--- src/verilog/sample_fifo.sv ---
//####################################################################
// Synchronous FIFO of mixed words with an occupancy count,
// write and pop allowed in the same cycle.
//####################################################################
`timescale 1ns/1ps

module sample_fifo #(
	parameter int DEPTH = 8,
	parameter int WIDTH = 32
) (
	input  logic                       aclk,
	input  logic                       rst_n,
	input  logic                       wr,
	input  logic [WIDTH-1:0]           wdata,
	input  logic                       pop,
	output logic [WIDTH-1:0]           head,
	output logic                       not_empty,
	output logic [$clog2(DEPTH+1)-1:0] count
);

	localparam int PTR_W = (DEPTH > 1) ? $clog2(DEPTH) : 1;

	logic [WIDTH-1:0] mem [DEPTH];
	logic [PTR_W-1:0] wr_ptr;
	logic [PTR_W-1:0] rd_ptr;

	// Wrap at DEPTH, not a power of two necessarily.
	function automatic logic [PTR_W-1:0] ptr_next(logic [PTR_W-1:0] ptr);
		return (ptr == PTR_W'(DEPTH - 1)) ? '0 : ptr + 1'b1;
	endfunction

	always_ff @(posedge aclk) begin
		if (wr)
			mem[wr_ptr] <= wdata;
	end

	always_ff @(posedge aclk) begin
		if (!rst_n) begin
			wr_ptr <= '0;
			rd_ptr <= '0;
			count  <= '0;
		end else begin
			if (wr)
				wr_ptr <= ptr_next(wr_ptr);
			if (pop)
				rd_ptr <= ptr_next(rd_ptr);
			case ({wr, pop})
				2'b10:   count <= count + 1'b1;
				2'b01:   count <= count - 1'b1;
				default: count <= count;
			endcase
		end
	end

	// First-word fall-through read.
	assign head      = mem[rd_ptr];
	assign not_empty = (count != '0);

endmodule

--- config.mk ---
export PLATFORM = sky130hd
export DESIGN_NAME = sample_fifo
export DESIGN_NICKNAME = d
export VERILOG_FILES = /design/src/verilog/sample_fifo.sv
export SDC_FILE = /design/constraint.sdc
export NUM_CORES = 1
export LEC_CHECK = 0
export ABC_AREA = 0
export CORE_MARGIN = 2
export CORE_UTILIZATION = 60
export CTS_CLUSTER_SIZE = 12
export DETAILED_ROUTE_END_ITERATION = 8
export DONT_BUFFER_PORTS = 1
export PLACE_DENSITY = 0.85
export SETUP_SLACK_MARGIN = 0.4
export SYNTH_ARGS = -nofsm -noshare
export SYNTH_HDL_FRONTEND = slang
export SYNTH_SLANG_ARGS = --single-unit
--- constraint.sdc ---
create_clock -name aclk -period 4 [get_ports aclk]
set_input_delay 0.4 -clock aclk [delete_from_list [all_inputs] [get_ports aclk]]
set_output_delay 0.4 -clock aclk [all_outputs]
set_load 0.01 [all_outputs]
After elaboration in Yosys (flattened, before gate mapping) --
Memories as Yosys holds them, arrays and structs flattened. A register that Yosys moved wholly into a read port is not among the register bits. Index checks and enable logic that the tools add are counted.
Word-level totals: register bits 10, memories kept 1, RAM bits 256, logic and storage cells 21
Memory list:
- mem | words 8, bits a word 32, rd ports 1, clocked after Yosys merged registers in 1, wr ports 1, line 23 | logic [WIDTH-1:0] mem [DEPTH];
Cells by class: eq/ne operators 4, reduce and logical (&&, ||, !) cells 2, mux-type cells 7, add/sub/neg operators 4
Operator list (count):
- 3-bit 2-to-1 mux | 4
- 4-bit one-hot mux with 2 select lines | 1
- 3-bit by 1-bit adder with 3-bit output (second input constant) | 2
- 3-bit == test (second input constant) | 2
- 4-bit by 1-bit adder with 4-bit output (second input constant) | 1
- 4-bit nonzero test | 1
- 4-bit by 1-bit subtractor with 4-bit output (second input constant) | 1
- 2-bit by 1-bit == test with 1-bit output (second input constant) | 1
- 2-bit == test (second input constant) | 1
- 1-bit 2-to-1 mux | 2
- 2-bit nonzero test | 1

Depth between registers and ports, before layout --
word-level depth 4, depth in mapped cells 8

Worst setup path after synthesis --
OpenSTA, ideal clock, no wires.
kind register to register, from register wr_ptr[0], to memory mem[0][0], enable pin, arrival 2.718 ns, buffers on the path 0, library setup time 0.461 ns, path slack 0.821 ns, stages on the path, launching flop included 3, data required time 3.539 ns, cells stage by stage dfxtp_1 > nand2b_1 > nor3_1
RTL lines:
- from (decl) | line 24 | logic [PTR_W-1:0] wr_ptr;
- from (signal assigned) | line 44 | wr_ptr <= ptr_next(wr_ptr);
- to (decl) | line 23
Straight into the memory's write port.

==> summary.txt <==
status = finished, final reports clean
total grt overflow = 0
CP endpoint kind = output pin
Yosys warning count = 0
Rel. slew slack = 25.5%
routed wire length = 19200 um
antenna violations before repair = 1
Hold Startpoint = rst_n
WHS Path Cells = 1
setup TNS = 0 ns
clk buf depth = 3
later-pin clock latency in the skew report = 0.51 ns
Crit path largest cell delay = 1.08 ns
synthesis-to-finish area growth = 13.2%
type of the tightest min-delay check = in -> reg
Die H = 136 um
share of layout cells above drive strength 1 = 21.1%
critical-path cell list = mux4_1, mux2_2
total CTS buffers = 27
final antenna-violating net count = 0
I/O Buffers = 0
WHS Endpoint = count[1]
Max stage delay cell, worst path = dfxtp_4
EDFF count, synth = 256
switching pwr = 0.00119 W
I/O Pins = 73
multi-input logic area = 2400 um^2
Comb power frac = 6.1%
number of synthesized register bits = 269
Final Power = 0.00577 W
Setup Skew = 0.00713 ns
Net Sw Frac = 20.6%
syn_nets = 485
reg-to-reg endpoint = mem[4][16]
GRT Total Usage = 21.9%
PD cells = 490 nW/um^2
Mapped Cells = 442
top cell type's share of synthesized area = 73.8%
via count = 4617
Vias/cell = 6.29
initial core utilization = 60.9%
H-Tree Depth = 1
top fanout value on the critical path = 64
Seq/Total Area, Yosys = 76.3%
wire per inst = 26.2 um
R2R setup slack = 1.92 ns
Max Cap Viol = 0
Mapped Avg Cell Area = 23.6 um^2
top cells by count, synth = edfxtp_1 (256), mux4_1 (40), mux2_2 (32), mux4_2 (24), dfxtp_1 (13)
top post-synthesis cells by area = edfxtp_1 (74%), mux4_1 (10%), mux4_2 (5.2%), mux2_2 (3.5%), dfxtp_1 (2.5%)
unrepaired setup endpoints after global routing = false
cell area after layout = 11800 um^2
critical path data required time = 3.60 ns
max frequency = 330 MHz
Hold Fails Final Rpt = 0
clock root buffer = clkbuf_16
clock share of power = 38.2%
core area = 17100 um^2
first-pass GRT wire length = 29200 um
CP startpoint kind = register
cell with the most instances after synthesis = edfxtp_1
Slew Limit Fails = 0
drt drc = 0
register share of total power = 55.7%
area leader, netlist = edfxtp_1
Setup CP Type = reg -> out
die area = 18400 um^2
Resize count post-CTS = 0
clk slew on worst S/H paths = 0.06 ns
Least-Margin Pin Slew = 1.12 ns
vias in the first global route = 4914
Power Internal = 0.00459 W
die width = 136 um
unique cell type count in the Yosys netlist = 28
GPL Wtd Cong = 0.711
# setup viols final = 0
Peak VDD IR = 0.357 mV
hold_ws = 0.0181 ns
Synth async-reset ratio = 0%
TritonCTS Sinks = 269
dpl hpwl = 9930 um
Final #Nets = 538
Primary FF master, synth = edfxtp_1
Site Rows = 48
largest net degree at the start of global routing = 65
placed cell area = 10700 um^2
reg2reg start = wr_ptr[2]
TritonCTS clock tree = done
register cell area after layout = 7950 um^2
fin crit period = 3.03 ns
Worst Path Arrival = 2.63 ns
Reg2Reg Depth = 3
leakage power figure = 3.78 nW
synthesized area = 10400 um^2
Fillers = 970
initial DRC count = 466
iteration count of the initial detailed-routing pass = 4
Tcrit/Tclk final = 75.8%
[final cells by class]
cell class              instances  area share, %
diodes                          1         0.0212
clock buffers                  39           6.19
clock inverters                 3          0.149
inverters                       2         0.0636
multi-input cells             152           20.3
flip-flops and latches        269           67.4
well taps                     225           2.39
repair buffers                 43           3.44
[cells in the final DEF (no fill, tap or decap), types with 5 or more instances in the layout]
cell type,count
buf_4,10
clkbuf_1,11
clkbuf_16,27
dfxtp_1,10
dlygate4sd3_1,33
edfxtp_1,256
ha_1,7
mux2_2,32
mux2i_1,6
mux4_1,40
mux4_2,24
nand2_1,6
nand2b_1,5
nor2_4,6
nor2b_1,5
[stage by stage]
step | util [%] | worst slack (ns) | cells
6_report | 68.9 | 0.969 | 734
5_1_grt | 68.9 | 0.782 | 733
4_1_cts | 68.9 | 0.885 | 733
3_5_place_dp | 62.6 | 1.45 | 658
3_3_place_gp | 62.6 | 1.47 | 658
2_1_floorplan | - | 0.821 | 442
[power groups by stage]
stage	Sequential, W	Combinational [W]	Clock [W]
after CTS	0.00322	0.000358	0.00224
after global routing	0.00323	0.000381	0.00234
after global placement	0.00327	0.000288	0
after detailed placement	0.00328	0.000297	0
after floorplan	0.00323	0.000279	0
final	0.00322	0.000353	0.00220
[what timing repair did]
item	CTS	global route
hold buffers	33	0
setup buffers	0	0
endpoints found under the hold margin	258	0
[how the worst max path moves through the flow]
stage	start	cells after the start	end
detailed placement	register	2	head[0]
CTS	register	2	head[31]
floorplan	wr_ptr[0]	2	mem[0][0]
finish	register	2	head[22]
global placement	register	2	head[9]
global route	register	2	head[7]
[sequential cells by signal (all words and copies together), names as in the netlist, named ones only]
register  flops
count         4
mem         256
rd_ptr        3
wr_ptr        3
[per-layer routing]
metal / GRT usage [%] / share of wire (%)
met5: 0 / 0
met4: 6.31 / 1.9
met3: 4.26 / 6.9
met2: 36.8 / 52
met1: 29.7 / 40
[logic make-up after synthesis]
kind of cell | synth area share (%)
flip-flops | 76.3
multiplexers | 19.3
AND/OR/NAND/NOR | 1.58
buffers and inverters | 1.27
AO/OA/AOI/OAI | 0.480
adder cells (fa/ha/maj) | 0.840
XOR/XNOR | 0.252
[critical path: cells and delay by family, from the launching register on]
family	cells	cell delay, ns
multiplexers	2	1.00
flip-flops	1	1.08
Power figures use the tool's default switching activity.
