### src/verilog/readout_pkg.sv
//####################################################################
// Readout package: sample, phase and IQ types, the NCO cosine table
// and the configuration struct shared by the downconverter blocks.
//####################################################################
package readout_pkg;

	typedef logic signed [15:0] sample_t;
	typedef logic [15:0] phase_t;

	// Imaginary in the upper half, real in the lower half.
	typedef struct packed {
		sample_t q;
		sample_t i;
	} iq_t;

	// Register map.
	localparam logic [1:0] REG_OUTSEL = 2'd0;
	localparam logic [1:0] REG_FREQ   = 2'd1;

	// Phase bits that index the table.
	localparam int LUT_BITS = 4;

	// round(32767 * cos(2*pi*n/16)).
	localparam sample_t COS_LUT [2**LUT_BITS] = '{
		32767,  30273,  23170,  12539,
		0,     -12539, -23170, -30273,
		-32767, -30273, -23170, -12539,
		0,      12539,  23170,  30273
	};

	function automatic sample_t lut_cos(phase_t ph);
		return COS_LUT[ph[$bits(phase_t)-1 -: LUT_BITS]];
	endfunction

	// Sine is the cosine a quarter turn back.
	function automatic sample_t lut_sin(phase_t ph);
		logic [LUT_BITS-1:0] idx;
		idx = ph[$bits(phase_t)-1 -: LUT_BITS] - LUT_BITS'(4);
		return COS_LUT[idx];
	endfunction

	typedef struct packed {
		logic   m0_en;
		logic   m1_en;
		phase_t freq;
		logic   freq_load;
	} readout_cfg_t;

endpackage
### src/verilog/readout_regs.sv
//####################################################################
// Readout configuration registers: output enables, NCO frequency
// and a one-cycle pulse on every frequency write.
//####################################################################
`timescale 1ns/1ps

module readout_regs import readout_pkg::*; (
	input  logic         aclk,
	input  logic         rst_n,
	input  logic         reg_we,
	input  logic [1:0]   reg_addr,
	input  logic [31:0]  reg_wdata,
	output readout_cfg_t cfg
);

	logic outsel_wr;
	logic freq_wr;

	assign outsel_wr = reg_we && (reg_addr == REG_OUTSEL);
	assign freq_wr   = reg_we && (reg_addr == REG_FREQ);

	// Output enables.
	always_ff @(posedge aclk) begin
		if (!rst_n) begin
			cfg.m0_en <= 1'b0;
			cfg.m1_en <= 1'b0;
		end else if (outsel_wr) begin
			cfg.m0_en <= reg_wdata[0];
			cfg.m1_en <= reg_wdata[1];
		end
	end

	// Frequency word, load strobe lasts one cycle.
	always_ff @(posedge aclk) begin
		if (!rst_n) begin
			cfg.freq      <= '0;
			cfg.freq_load <= 1'b0;
		end else begin
			cfg.freq_load <= freq_wr;
			if (freq_wr)
				cfg.freq <= reg_wdata[15:0];
		end
	end

endmodule

### config.mk
export PLATFORM = sky130hd
export DESIGN_NAME = readout_regs
export DESIGN_NICKNAME = d
export VERILOG_FILES = /design/src/verilog/readout_pkg.sv /design/src/verilog/readout_regs.sv
export SDC_FILE = /design/constraint.sdc
export NUM_CORES = 1
export LEC_CHECK = 0
export BUFFER_PORTS_ARGS = -buffer_cell sky130_fd_sc_hd__buf_2
export CAP_MARGIN = 20
export CORE_MARGIN = 5
export CORE_UTILIZATION = 41
export DETAILED_ROUTE_END_ITERATION = 12
export GPL_TIMING_DRIVEN = 0
export PLACE_DENSITY = 0.8
export SETUP_SLACK_MARGIN = 0.1
export SLEW_MARGIN = 20
export SYNTH_ARGS = -nofsm -noshare
export SYNTH_HDL_FRONTEND = slang
export SYNTH_SLANG_ARGS = --single-unit
### constraint.sdc
create_clock -name aclk -period 2.9 [get_ports aclk]
set_clock_uncertainty 0.15 [all_clocks]
set_input_delay 0.435 -clock aclk [delete_from_list [all_inputs] [get_ports aclk]]
set_output_delay 0.435 -clock aclk [all_outputs]
set_load 0.03 [all_outputs]
Word level (Yosys, flattened, before mapping). Cells that the tools add are included.

Equal/unequal tests: 1. Reductions and logical operators: 3.

Operators by type and width (count): $eq A2 B1 Y1 const B (1); $logic_and A1 B1 Y1 (2); $logic_not A2 Y1 (1).

Flip-flop bits (word level): 19. Input port bits: 37.

Logic depth before layout (Yosys ltp).
Word-level depth: 2. Mapped depth: 4. Depth with buffers taken out: 2.

Worst setup path after synthesis. OpenSTA, ideal clock, no wires.

Path kind: input-to-reg. From: in reg_we. To: reg cfg[0] (netlist name). Library setup time: 0.116 ns. Data arrival time: 1.054 ns. Data required time: 2.634 ns. Setup slack: 1.580 ns. Stages: 4. Cells stage by stage: and3b_1 -> buf_6 -> buf_12 -> and2_2.

Longest elaborated chain between the ends: 1.

Ends and longest elaborated chain: start, declared (line readout_regs.sv:10) `input logic reg_we,`; $logic_and A1 B1 Y1 (line readout_regs.sv:20) `assign freq_wr = reg_we && (reg_addr == REG_FREQ);`; end, declared (line readout_regs.sv:13) `output readout_cfg_t cfg`.

Every way passes these cells. A chain may end at the register's enable or synchronous reset.

Final worst setup path.
From: reg cfg[9] (netlist name). To: out cfg[9] (netlist name).

No word-level cell between the ends.

==> out/qor.yml <==
outcome:
  run_status: "finished, final reports clean"
power_and_ir_drop:
  total_leakage_power_uw: 0.000489
  power-per-cell-area_mw_per_mm2: 474
  irDropWorstVdd_v: 0.000326
logic_synthesis:
  muxShareOfSynthArea_pct: 23.6
  synthDominantCellAreaShare_pct: 49.9
  synth_adder_area_share_pct: 0
  yosysUniqueCellTypes: 10
  synth_seq_area_share_pct: 49.9
  ys_warn_count: 0
  synthesis.area_um2: 762
  synth_most_common_cell: "sky130_fd_sc_hd__nand2_1"
  synth-edff-count: 0
  synth_compound_gate_area_share_pct: 0
  yosys.area_share.xor_xnor_pct: 0
  synth_largest_area_cell: "sky130_fd_sc_hd__dfxtp_1"
  synth-main-ff-cell: "sky130_fd_sc_hd__dfxtp_1"
  syn_inst: 80
  postSynthNetCount: 117
  synth.area.top_cells: "sky130_fd_sc_hd__dfxtp_1, sky130_fd_sc_hd__mux2i_1, sky130_fd_sc_hd__nand2_1"
  post_synth.cell_area_avg_um2: 9.52
  synth_simple_gate_area_share_pct: 19.9
  synth-async-reset-ratio_pct: 0
  main_combinational_cell_family_by_area_after_synthesis: "multiplexers"
  yosys_register_bits: 19
  synth_common_cells: "sky130_fd_sc_hd__nand2_1, sky130_fd_sc_hd__dfxtp_1, sky130_fd_sc_hd__mux2i_1"
cts:
  setup_fix_buffers_added_after_clock_tree_synthesis: 0
  cts.htree.levels: 1
  cts_inserted_buffers: 3
  clk_path_buf_depth: 2
  cts.sinks: 19
  post_cts.resized_instances: 0
  cts_tree: "built"
  clk_pin_slew_worst_paths_ps: 100
  clockRootBuffer: "sky130_fd_sc_hd__clkbuf_4"
  clock_insertion_delay_at_the_later_pin_of_the_skew_report_ps: 290
  postCtsHoldBufs: 0
critical_path:
  worstSetupStartpointType: "register"
  crit_fanout: 2
  critPathArrivalTime_ps: 860
  cpMaxStageDelayCell: "sky130_fd_sc_hd__dfxtp_1"
  timing.critical_path.slowest_cell_delay_ps: 360
  worst-setup-path-type: "reg2out"
  crit_required_ps: 2320
  timing.critical_path.buf_inv: 1
  timing.critical_path.cells: "buf_2"
  setup.worst_path.end_class: "output pin"
  critPathTopFamily: "flip-flops"
layout:
  final_core_utilization_pct: 57.8
  area_growth_syn_to_layout_pct: 32.5
  max_flop_register: "cfg"
  max_reg_flops: 19
  nNetsFinal: 160
  n_antenna_cell: 0
  largestRegisters: "cfg x19"
  layout-drive-gt1-share_pct: 38.5
timing:
  final_min_period_over_clock_period_pct: 49.7
  timing_hold_violations_final: 0
  setup_repair_after_global_routing_missed_its_margin: "no"
  setup_tns_ps: 0
  max_slew_vio_count: 0
  setup_viol: 0
  smallest_hold_slack_ps: 225
  relSlewSlack_pct: 72.1
  clock.fmax_ghz: 0.693
  timing.final.crit_period_ps: 1440
  worstMarginPinSlew_ps: 419
grt:
  grt_antenna_before_repair: 0
  grt_pass1_wl_um: 2780
  first_global_vias: 674
  grt_start_max_net_pins: 11
  overflow: 0
  global_route.usage.total_pct: 13.8
route:
  pre_repair_dr_iteration_count: 4
  drt-initial-drc-count: 5
  routed_wirelength_um: 1790
  routed-via-count: 656
  post_drt_wl_per_cell_um: 12.2
  post-route-drc-count: 0
  postRouteAntennaNets: 0
  routed_via_density: 4.46
place:
  detailed_place_hpwl_um: 1440
  gp_routability_congestion: 0.696
  port-buffer-count: 38
hold_path:
  hold_class: "in2reg"
floorplanning:
  std_cell_rows: 15
  initial_core_util_pct: 43.7
  floorplan.core_area_mm2: 0.00175
  die_x_um: 53.1
  die_y_um: 53.1
  ioPinCount: 56
  die_area_mm2: 0.00282
run:
  timing.max_cap.violations: 0
metrics by stage:
| step | power (µW) | setup slack, ps | instances | instance area (µm²) |
|---|---|---|---|---|
| floorplan | 327 | 1580 | 80 | 762 |
| global placement | 353 | 1450 | 143 | 983 |
| detailed placement | 356 | 1370 | 143 | 983 |
| CTS | 485 | 1440 | 147 | 1010 |
| global route | 496 | 1410 | 147 | 1010 |
| finish | 479 | 1460 | 147 | 1010 |
path summary, 6_finish.rpt:
| path | start | to | slack (ps) | cells after the start |
|---|---|---|---|---|
| setup / recovery | cfg[9] | cfg[9] | 1460 | 1 |
| hold / removal | reg_wdata[6] | cfg[7] | 230 | 3 |
| setup reg to reg | cfg[9] | cfg[9] | 2110 | 2 |
| hold reg to reg | cfg[5] | cfg[5] | 310 | 2 |
cells by family after synthesis:
logic type	after synthesis
simple gates	37
flops	19
mux	18
buf+inv	6
area by class of cell:
type | count | area, µm²
fillers | 167 | 736
flip-flops and latches | 19 | 380
multi-input cells | 55 | 332
repair buffers | 38 | 190
plain buffers | 6 | 50.0
well taps | 25 | 31.3
clock buffers | 4 | 26.3
placed cells by master, fill, tap and decap left out:
master,instances
sky130_fd_sc_hd__clkbuf_4,3
sky130_fd_sc_hd__buf_2,41
sky130_fd_sc_hd__buf_12,1
sky130_fd_sc_hd__mux2i_1,18
sky130_fd_sc_hd__nand2_1,34
sky130_fd_sc_hd__dfxtp_1,19
sky130_fd_sc_hd__and3b_1,1
sky130_fd_sc_hd__buf_6,1
sky130_fd_sc_hd__and2_2,1
sky130_fd_sc_hd__clkbuf_1,2
sky130_fd_sc_hd__nor3b_1,1
metal layers:
metal / vias up / GRT usage, % / share of wire [%]
li1: 339 / - / -
met1: 298 / 13.2 / 38
met2: 15 / 26.9 / 55
met3: 4 / 1.13 / 4.5
met4: 0 / 10.2 / 2.8
met5: - / 0 / 0
power by group:
group | total, µW | internal, µW | switching (µW) | leakage, µW
clock | 130 | 53.5 | 76.8 | 0.0000150
combinational | 74.4 | 30.3 | 44.1 | 0.000319
sequential | 274 | 270 | 4.04 | 0.000154
total | 479 | 354 | 125 | 0.000489
No activity file was read; power rests on OpenSTA's default activity.
