===== src/verilog/readout_pkg.sv =====
//####################################################################
// Readout package: sample, phase and IQ types, the NCO cosine table
// and the configuration struct shared by the downconverter blocks.
//####################################################################
package readout_pkg;

	typedef logic signed [15:0] sample_t;
	typedef logic [15:0] phase_t;

	// Imaginary in the upper half, real in the lower half.
	typedef struct packed {
		sample_t q;
		sample_t i;
	} iq_t;

	// Register map.
	localparam logic [1:0] REG_OUTSEL = 2'd0;
	localparam logic [1:0] REG_FREQ   = 2'd1;

	// Phase bits that index the table.
	localparam int LUT_BITS = 4;

	// round(32767 * cos(2*pi*n/16)).
	localparam sample_t COS_LUT [2**LUT_BITS] = '{
		32767,  30273,  23170,  12539,
		0,     -12539, -23170, -30273,
		-32767, -30273, -23170, -12539,
		0,      12539,  23170,  30273
	};

	function automatic sample_t lut_cos(phase_t ph);
		return COS_LUT[ph[$bits(phase_t)-1 -: LUT_BITS]];
	endfunction

	// Sine is the cosine a quarter turn back.
	function automatic sample_t lut_sin(phase_t ph);
		logic [LUT_BITS-1:0] idx;
		idx = ph[$bits(phase_t)-1 -: LUT_BITS] - LUT_BITS'(4);
		return COS_LUT[idx];
	endfunction

	typedef struct packed {
		logic   m0_en;
		logic   m1_en;
		phase_t freq;
		logic   freq_load;
	} readout_cfg_t;

endpackage

===== src/verilog/decim_output.sv =====
//####################################################################
// Output stage: lane average of the FIFO head and the registered
// m0 (full rate) and m1 (decimated) streams with back-pressure.
//####################################################################
`timescale 1ns/1ps

module decim_output import readout_pkg::*; #(
	parameter int N_LANES = 8
) (
	input  logic              aclk,
	input  logic              rst_n,
	input  readout_cfg_t      cfg,
	input  iq_t [N_LANES-1:0] head,
	input  logic              not_empty,
	output logic              pop,
	output iq_t [N_LANES-1:0] m0_axis_tdata,
	output logic              m0_axis_tvalid,
	input  logic              m0_axis_tready,
	output iq_t               m1_axis_tdata,
	output logic              m1_axis_tvalid,
	input  logic              m1_axis_tready
);

	localparam int SHIFT = $clog2(N_LANES);
	localparam int SUM_W = 16 + SHIFT;

	logic signed [SUM_W-1:0] sum_i;
	logic signed [SUM_W-1:0] sum_q;
	iq_t                     avg;
	logic                    m0_busy;
	logic                    m1_busy;

	// Lane sums, wide enough not to overflow.
	always_comb begin
		sum_i = '0;
		sum_q = '0;
		for (int k = 0; k < N_LANES; k++) begin
			sum_i = sum_i + SUM_W'(head[k].i);
			sum_q = sum_q + SUM_W'(head[k].q);
		end
	end

	// Divide by the lane count.
	assign avg.i = sum_i[SHIFT +: 16];
	assign avg.q = sum_q[SHIFT +: 16];

	// A beat still waiting blocks the reload.
	assign m0_busy = m0_axis_tvalid && !m0_axis_tready;
	assign m1_busy = m1_axis_tvalid && !m1_axis_tready;
	assign pop     = not_empty && !m0_busy && !m1_busy;

	always_ff @(posedge aclk) begin
		if (!rst_n) begin
			m0_axis_tvalid <= 1'b0;
			m1_axis_tvalid <= 1'b0;
		end else if (pop) begin
			// Disabled outputs stay idle.
			m0_axis_tvalid <= cfg.m0_en;
			m1_axis_tvalid <= cfg.m1_en;
		end else begin
			if (m0_axis_tready)
				m0_axis_tvalid <= 1'b0;
			if (m1_axis_tready)
				m1_axis_tvalid <= 1'b0;
		end
	end

	always_ff @(posedge aclk) begin
		if (pop) begin
			m0_axis_tdata <= head;
			m1_axis_tdata <= avg;
		end
	end

endmodule


===== config.mk =====
export PLATFORM = sky130hd
export DESIGN_NAME = decim_output
export DESIGN_NICKNAME = d
export VERILOG_FILES = /design/src/verilog/readout_pkg.sv /design/src/verilog/decim_output.sv
export SDC_FILE = /design/constraint.sdc
export NUM_CORES = 1
export LEC_CHECK = 0
export ABC_CLOCK_PERIOD_IN_PS = 10600
export BUFFER_PORTS_ARGS = -buffer_cell sky130_fd_sc_hd__buf_2
export CAP_MARGIN = 25
export CORE_AREA = 5 5 217 219
export CTS_BUF_LIST = sky130_fd_sc_hd__clkbuf_4 sky130_fd_sc_hd__clkbuf_8 sky130_fd_sc_hd__clkbuf_16
export DETAILED_ROUTE_END_ITERATION = 7
export DIE_AREA = 0 0 222 224
export PLACE_DENSITY_LB_ADDON = 0.05
export SLEW_MARGIN = 20
export SYNTH_ARGS = -nofsm -noshare
export SYNTH_HDL_FRONTEND = slang
export SYNTH_SLANG_ARGS = --single-unit

===== constraint.sdc =====
create_clock -name aclk -period 10.6 [get_ports aclk]
set_input_delay 0 -clock aclk [delete_from_list [all_inputs] [get_ports aclk]]
set_output_delay 0 -clock aclk [all_outputs]
set_load 0.005 [all_outputs]

* After elaboration in Yosys (flattened, before gate mapping)
Index checks and enable logic that the tools add are counted. W data, S select, Z words.
Word-level totals: bits in registers 290, output and inout port bits 291
Operators by class: add/sub/neg operators 14, multiplexer cells 4, reduce and logical (&&, ||, !) cells 10
Operator list (count):
- $add A19 B16 Y19 | 8
- $add A18 B16 Y19 | 2
- $add A17 B16 Y18 | 2
- $add A16 B16 Y17 | 2
- $logic_and A1 B1 Y1 | 4
- $logic_not A1 Y1 | 4
- $mux W1 | 4
- $reduce_bool A2 Y1 | 2

* Logic depth before layout (Yosys ltp)
depth in word-level cells 7, depth in mapped cells 16

* Worst setup path after synthesis
Ideal clock, no wire load.
path kind register -> register, from reg m0_axis_tvalid, to reg m0_axis_tdata[0] (netlist name) (enable), arrival time 7.028 ns, slack 2.880 ns, period minus slack after synthesis 7.720 ns, library setup time 0.692 ns, cell stages (with the launch flop) 3, path buffers 0, required time 9.908 ns, cell sequence dfxtp_1 -> nand2b_1 -> and3_1
Between the ends: word-level cells in the longest chain between the ends 4
RTL lines:
- from (decl) | RTL line decim_output.sv:17 | output logic m0_axis_tvalid,
- from (signal assigned) | RTL line decim_output.sv:58 | m0_axis_tvalid <= cfg.m0_en;
- $logic_and A1 B1 Y1 | RTL line decim_output.sv:48 | assign m0_busy = m0_axis_tvalid && !m0_axis_tready;
- $logic_not A1 Y1 | RTL line decim_output.sv:50 | assign pop = not_empty && !m0_busy && !m1_busy;
- $logic_and A1 B1 Y1 (2 in a row) | RTL line decim_output.sv:50
- net pop | RTL line decim_output.sv:15 | output logic pop,
- to (signal assigned) | RTL line decim_output.sv:70 | m0_axis_tdata <= head;
- to (decl) | RTL line decim_output.sv:16 | output iq_t [N_LANES-1:0] m0_axis_tdata,
The timed path passes the listed nets, and every way through them passes these cells. A chain may end at the register's enable or synchronous reset.

* Worst setup path in the final report
from in head[130] (netlist name), to reg m1_axis_tdata[13] (netlist name), data pin
Between the ends: word-level cells in the longest chain between the ends 4
RTL lines:
- from (decl) | RTL line decim_output.sv:13 | input iq_t [N_LANES-1:0] head,
- $add A19 B16 Y19 (4 in a row) | RTL line decim_output.sv:38 | sum_i = sum_i + SUM_W'(head[k].i);
- net sum_i[16] | RTL line decim_output.sv:27 | logic signed [SUM_W-1:0] sum_i;
- to (signal assigned) | RTL line decim_output.sv:71 | m1_axis_tdata <= avg;
- to (decl) | RTL line decim_output.sv:19 | output iq_t m1_axis_tdata,
The timed path passes the listed nets, and every way through them passes these cells.

==> impl_metrics.csv <==
group,metric,value,unit
status,status,"finished, final reports clean",
job,drv_cap,0,
clock_tree,cts_max_path_buffers,3,
logic_synthesis,yosys-top-cells-area,"edfxtp_1 55%, fa_1 25%, inv_1 9.5%",
logic_synthesis,synth_top_family_by_area,"adder cells",
global_route,grt_pass1_vias,12300,
layout,fill_cells,4040,
sta,report.final.slew_viol_count,0,
route,antenna_left,0,
sta,tns,0,ns
hold_path,hp-start,"head[40]",
die,initial_core_util,0.353,
die,dieArea,49700,µm²
clock_tree,cts_sinks,290,
pwr,leakage,11.0,nW
sta,finalCritPeriodShare,0.437,
worst_setup_path,worstPathRequired,10.87,ns
route,drt_pass1_iterations,6,
worst_setup_path,slowest_delay,0.56,ns
logic_synthesis,syn-num-nets,1633,
clock_tree,cts_max_level,2,
clock_tree,cts_tree,"built",
pwr,vdd_drop_max,0.159,mV
sta,fmax,0.216,GHz
global_route,grtUsageTotal,0.182,
worst_setup_path,cp_max_fo,3,
logic_synthesis,mappedNetlistArea,15900,µm²
clock_tree,clk_latency,0.53,ns
route,routedWlPerCell,17.5,µm
layout,nNetsFinal,2481,
logic_synthesis,ys.flop_type,"edfxtp_1",
placed_design,dpl.hpwl,36.0,mm
placed_design,place.detailed.instances,2272,
route,drc,0,
logic_synthesis,synthArstFlopShare,0,
sta,tightest_slew,0.933,ns
worst_setup_path,reg2reg_from,"m0_axis_tvalid",
die,io_pins,571,
placed_design,post_dp_cell_area,19400,µm²
logic_synthesis,synth_simple_gate_area_share,0.0221,
worst_setup_path,cp_cell_sequence,"dlygate4sd3_1 -> buf_2 -> inv_1 -> fa_1 -> inv_1 -> fa_1 -> fa_1 -> fa_1 -> nor2b_1 -> fa_1 -> a211oi_1 -> o21ai_0 -> a311oi_1 -> o31ai_1 -> xor2_1",
layout,final_cells,2589,
clock_tree,postCtsSetupBuffers,0,
global_route,top_usage_layer,"met2",
logic_synthesis,synth_xor_xnor_area_share,0.0188,
worst_setup_path,arrival,4.90,ns
logic_synthesis,synthAdderAreaFrac,0.276,
die,placementRows,78,
clock_tree,cts_buffers,35,
route,drt_iter0_drc,452,
pwr,p_per_area,242,nW/µm²
sta,finalSetupViolCount,0,
placed_design,routabilityCongestion,0.823,
worst_setup_path,endpoint_kind,"register",
logic_synthesis,synth_largest_area_cell,"edfxtp_1",
logic_synthesis,synthCells,1121,
worst_setup_path,cp-startpoint,"head[130]",
layout,fin_area,23100,µm²
route,vias_per_cell,4.22,
global_route,grt_util_met3,0.0545,
logic_synthesis,syn_avg_cell_area,14.1,µm²
layout,area.growth.synth_to_final,45.7,%
worst_setup_path,cpMostUsedCell,"fa_1",
layout,drive_gt1_frac,0.309,
global_route,antenna_found_initial,1,
logic_synthesis,synth_compound_area_frac,0.0372,
logic_synthesis,synth-seq-cells,290,
die,coreArea,44900,µm²
global_route,met2_usage,0.307,
logic_synthesis,ys_seq_area_frac,0.548,
placed_design,io_buffers,553,
worst_setup_path,crit_buf_inv,4,
logic_synthesis,synth_warnings,0,
global_route,grt_first_pass_wirelength,70.5,mm
sta,rsz0062_at_grt,"false",
worst_setup_path,start_kind,"input port",
die,die_h,224,µm
clock_tree,clkTransAtPathRegs,0.06,ns
worst_setup_path,slowest_stage,"dlygate4sd3_1",
clock_tree,cts_root_buffer,"clkbuf_16",
worst_setup_path,path_delay_family,"adder cells",
route,routed_wl,45.2,mm
global_route,grtUsageMet1,0.225,
logic_synthesis,synthDistinctLibCells,47,
sta,finClkSkew,0.0197,ns
sta,hold_viol,0,
sta,period_needed,4.63,ns
sta,maxSlewHeadroom,0.378,
logic_synthesis,synthMuxAreaShare,0.00126,
route,vias,10900,
layout,n_antenna_cell,0,
global_route,overflow,0,
die,dieWidth,222,µm
worst_setup_path,worstSetupPathType,"input port to register",
pwr,finalPower,0.00560,W
logic_synthesis,synth_edf_count,288,
layout,utilization,0.514,
hold_path,hp-class,"input port to register",
global_route,grt_max_degree,69,
logic_synthesis,synth_top_area_frac,0.546,
clock_tree,ctsResizeCount,0,
[cell usage in the layout (no fill, tap or decap), types with 3 or more instances in the layout]
cell / instances
a211o_1: 3
a211oi_1: 4
a21o_1: 9
a21oi_1: 21
a31oi_1: 3
and2_1: 3
and3_1: 5
buf_2: 553
buf_4: 4
bufinv_16: 3
clkbuf_16: 37
clkbuf_4: 7
clkinv_1: 5
clkinv_2: 3
dlygate4sd3_1: 260
edfxtp_1: 288
fa_1: 196
ha_1: 36
inv_1: 400
nand2_1: 16
nand2b_1: 4
nand3_1: 4
nand4_1: 5
nor2_1: 22
nor2b_1: 3
nor3_1: 8
o211ai_1: 4
o21a_1: 3
o21ai_0: 13
o21bai_1: 4
xnor2_1: 19
xor2_1: 15
[cell type report]
class	count	area [µm²]	share of cell area
flip-flops and latches	290	8690	0.376
multi-input cells	425	5640	0.244
clock inverters	13	139	0.00601
inverters	400	1500	0.0650
well taps	600	751	0.0325
clock buffers	44	978	0.0424
repair buffers	817	5400	0.234
[where the power goes]
| group | total (W) | switching, W | leakage (nW) | internal (W) |
|---|---|---|---|---|
| Clock | 0.00118 | 0.000462 | 0.550 | 0.000722 |
| Sequential | 0.00159 | 0.0000281 | 2.80 | 0.00156 |
| Combinational | 0.00283 | 0.00159 | 7.62 | 0.00123 |
[cells in the mapped netlist (2+ instances only)]
| cell | count |
|---|---|
| inv_1 | 400 |
| xor2_1 | 15 |
| o2111ai_1 | 2 |
| fa_1 | 196 |
| mux2i_1 | 2 |
| a21boi_0 | 2 |
| nor2_1 | 22 |
| a21oi_1 | 21 |
| and2_1 | 3 |
| nand3_1 | 4 |
| dfxtp_1 | 2 |
| nor3_1 | 8 |
| a2111oi_0 | 2 |
| nand2b_1 | 4 |
| o211ai_1 | 4 |
| nand4_1 | 5 |
| a211o_1 | 3 |
| xnor2_1 | 19 |
| edfxtp_1 | 288 |
| a21o_1 | 9 |
| ha_1 | 36 |
| o31ai_1 | 2 |
| a31oi_1 | 3 |
| nor2b_1 | 3 |
| and3_1 | 6 |
| nand2_1 | 16 |
| clkbuf_1 | 4 |
| a211oi_1 | 4 |
| o21ai_0 | 13 |
| o21a_1 | 3 |
| o21bai_1 | 4 |
[per-layer routing]
| metal | up-vias | share of wire |
|---|---|---|
| li1 | 5192 | - |
| met1 | 5280 | 0.39 |
| met2 | 382 | 0.50 |
| met3 | 69 | 0.079 |
| met4 | 2 | 0.030 |
| met5 | - | 0.00015 |
[metrics by stage]
step | hold WS (ns) | setup WS, ns
finish | 0.193 | 5.97
global route | 0.165 | 5.77
CTS | 0.146 | 6.05
detailed placement | 0.193 | 6.06
global placement | 0.192 | 6.02
floorplan | 0.0989 | 2.88
[state kept, by name, summed over array words and instances (netlist names)]
register	flops
m0_axis_tvalid	1
m1_axis_tdata	32
m0_axis_tdata	256
m1_axis_tvalid	1
[logic make-up (layout without fill, tap and decap cells)]
group,after synthesis,after routing
XOR/XNOR,34,34
buffers and inverters,406,1274
AO/OA/AOI/OAI,84,84
multiplexers,2,2
adder cells (fa/ha/maj),232,232
flip-flops,290,290
AND/OR/NAND/NOR,73,73
[final timing paths]
path | endpoint | slack [ns] | cells after the start
worst min-delay path | m0_axis_tdata[40] | 0.19 | 2
worst min register to register | m1_axis_tvalid | 1.07 | 3
worst max register to register | m0_axis_tvalid | 7.83 | 6
worst max-delay path | m1_axis_tdata[13] | 5.97 | 15
[what timing repair did]
action / CTS / global route
endpoints found under the hold margin: 258 / 0
hold buffers: 260 / 0
endpoints found under the setup margin: 0 / 0
(Power assumes the default switching activity.)
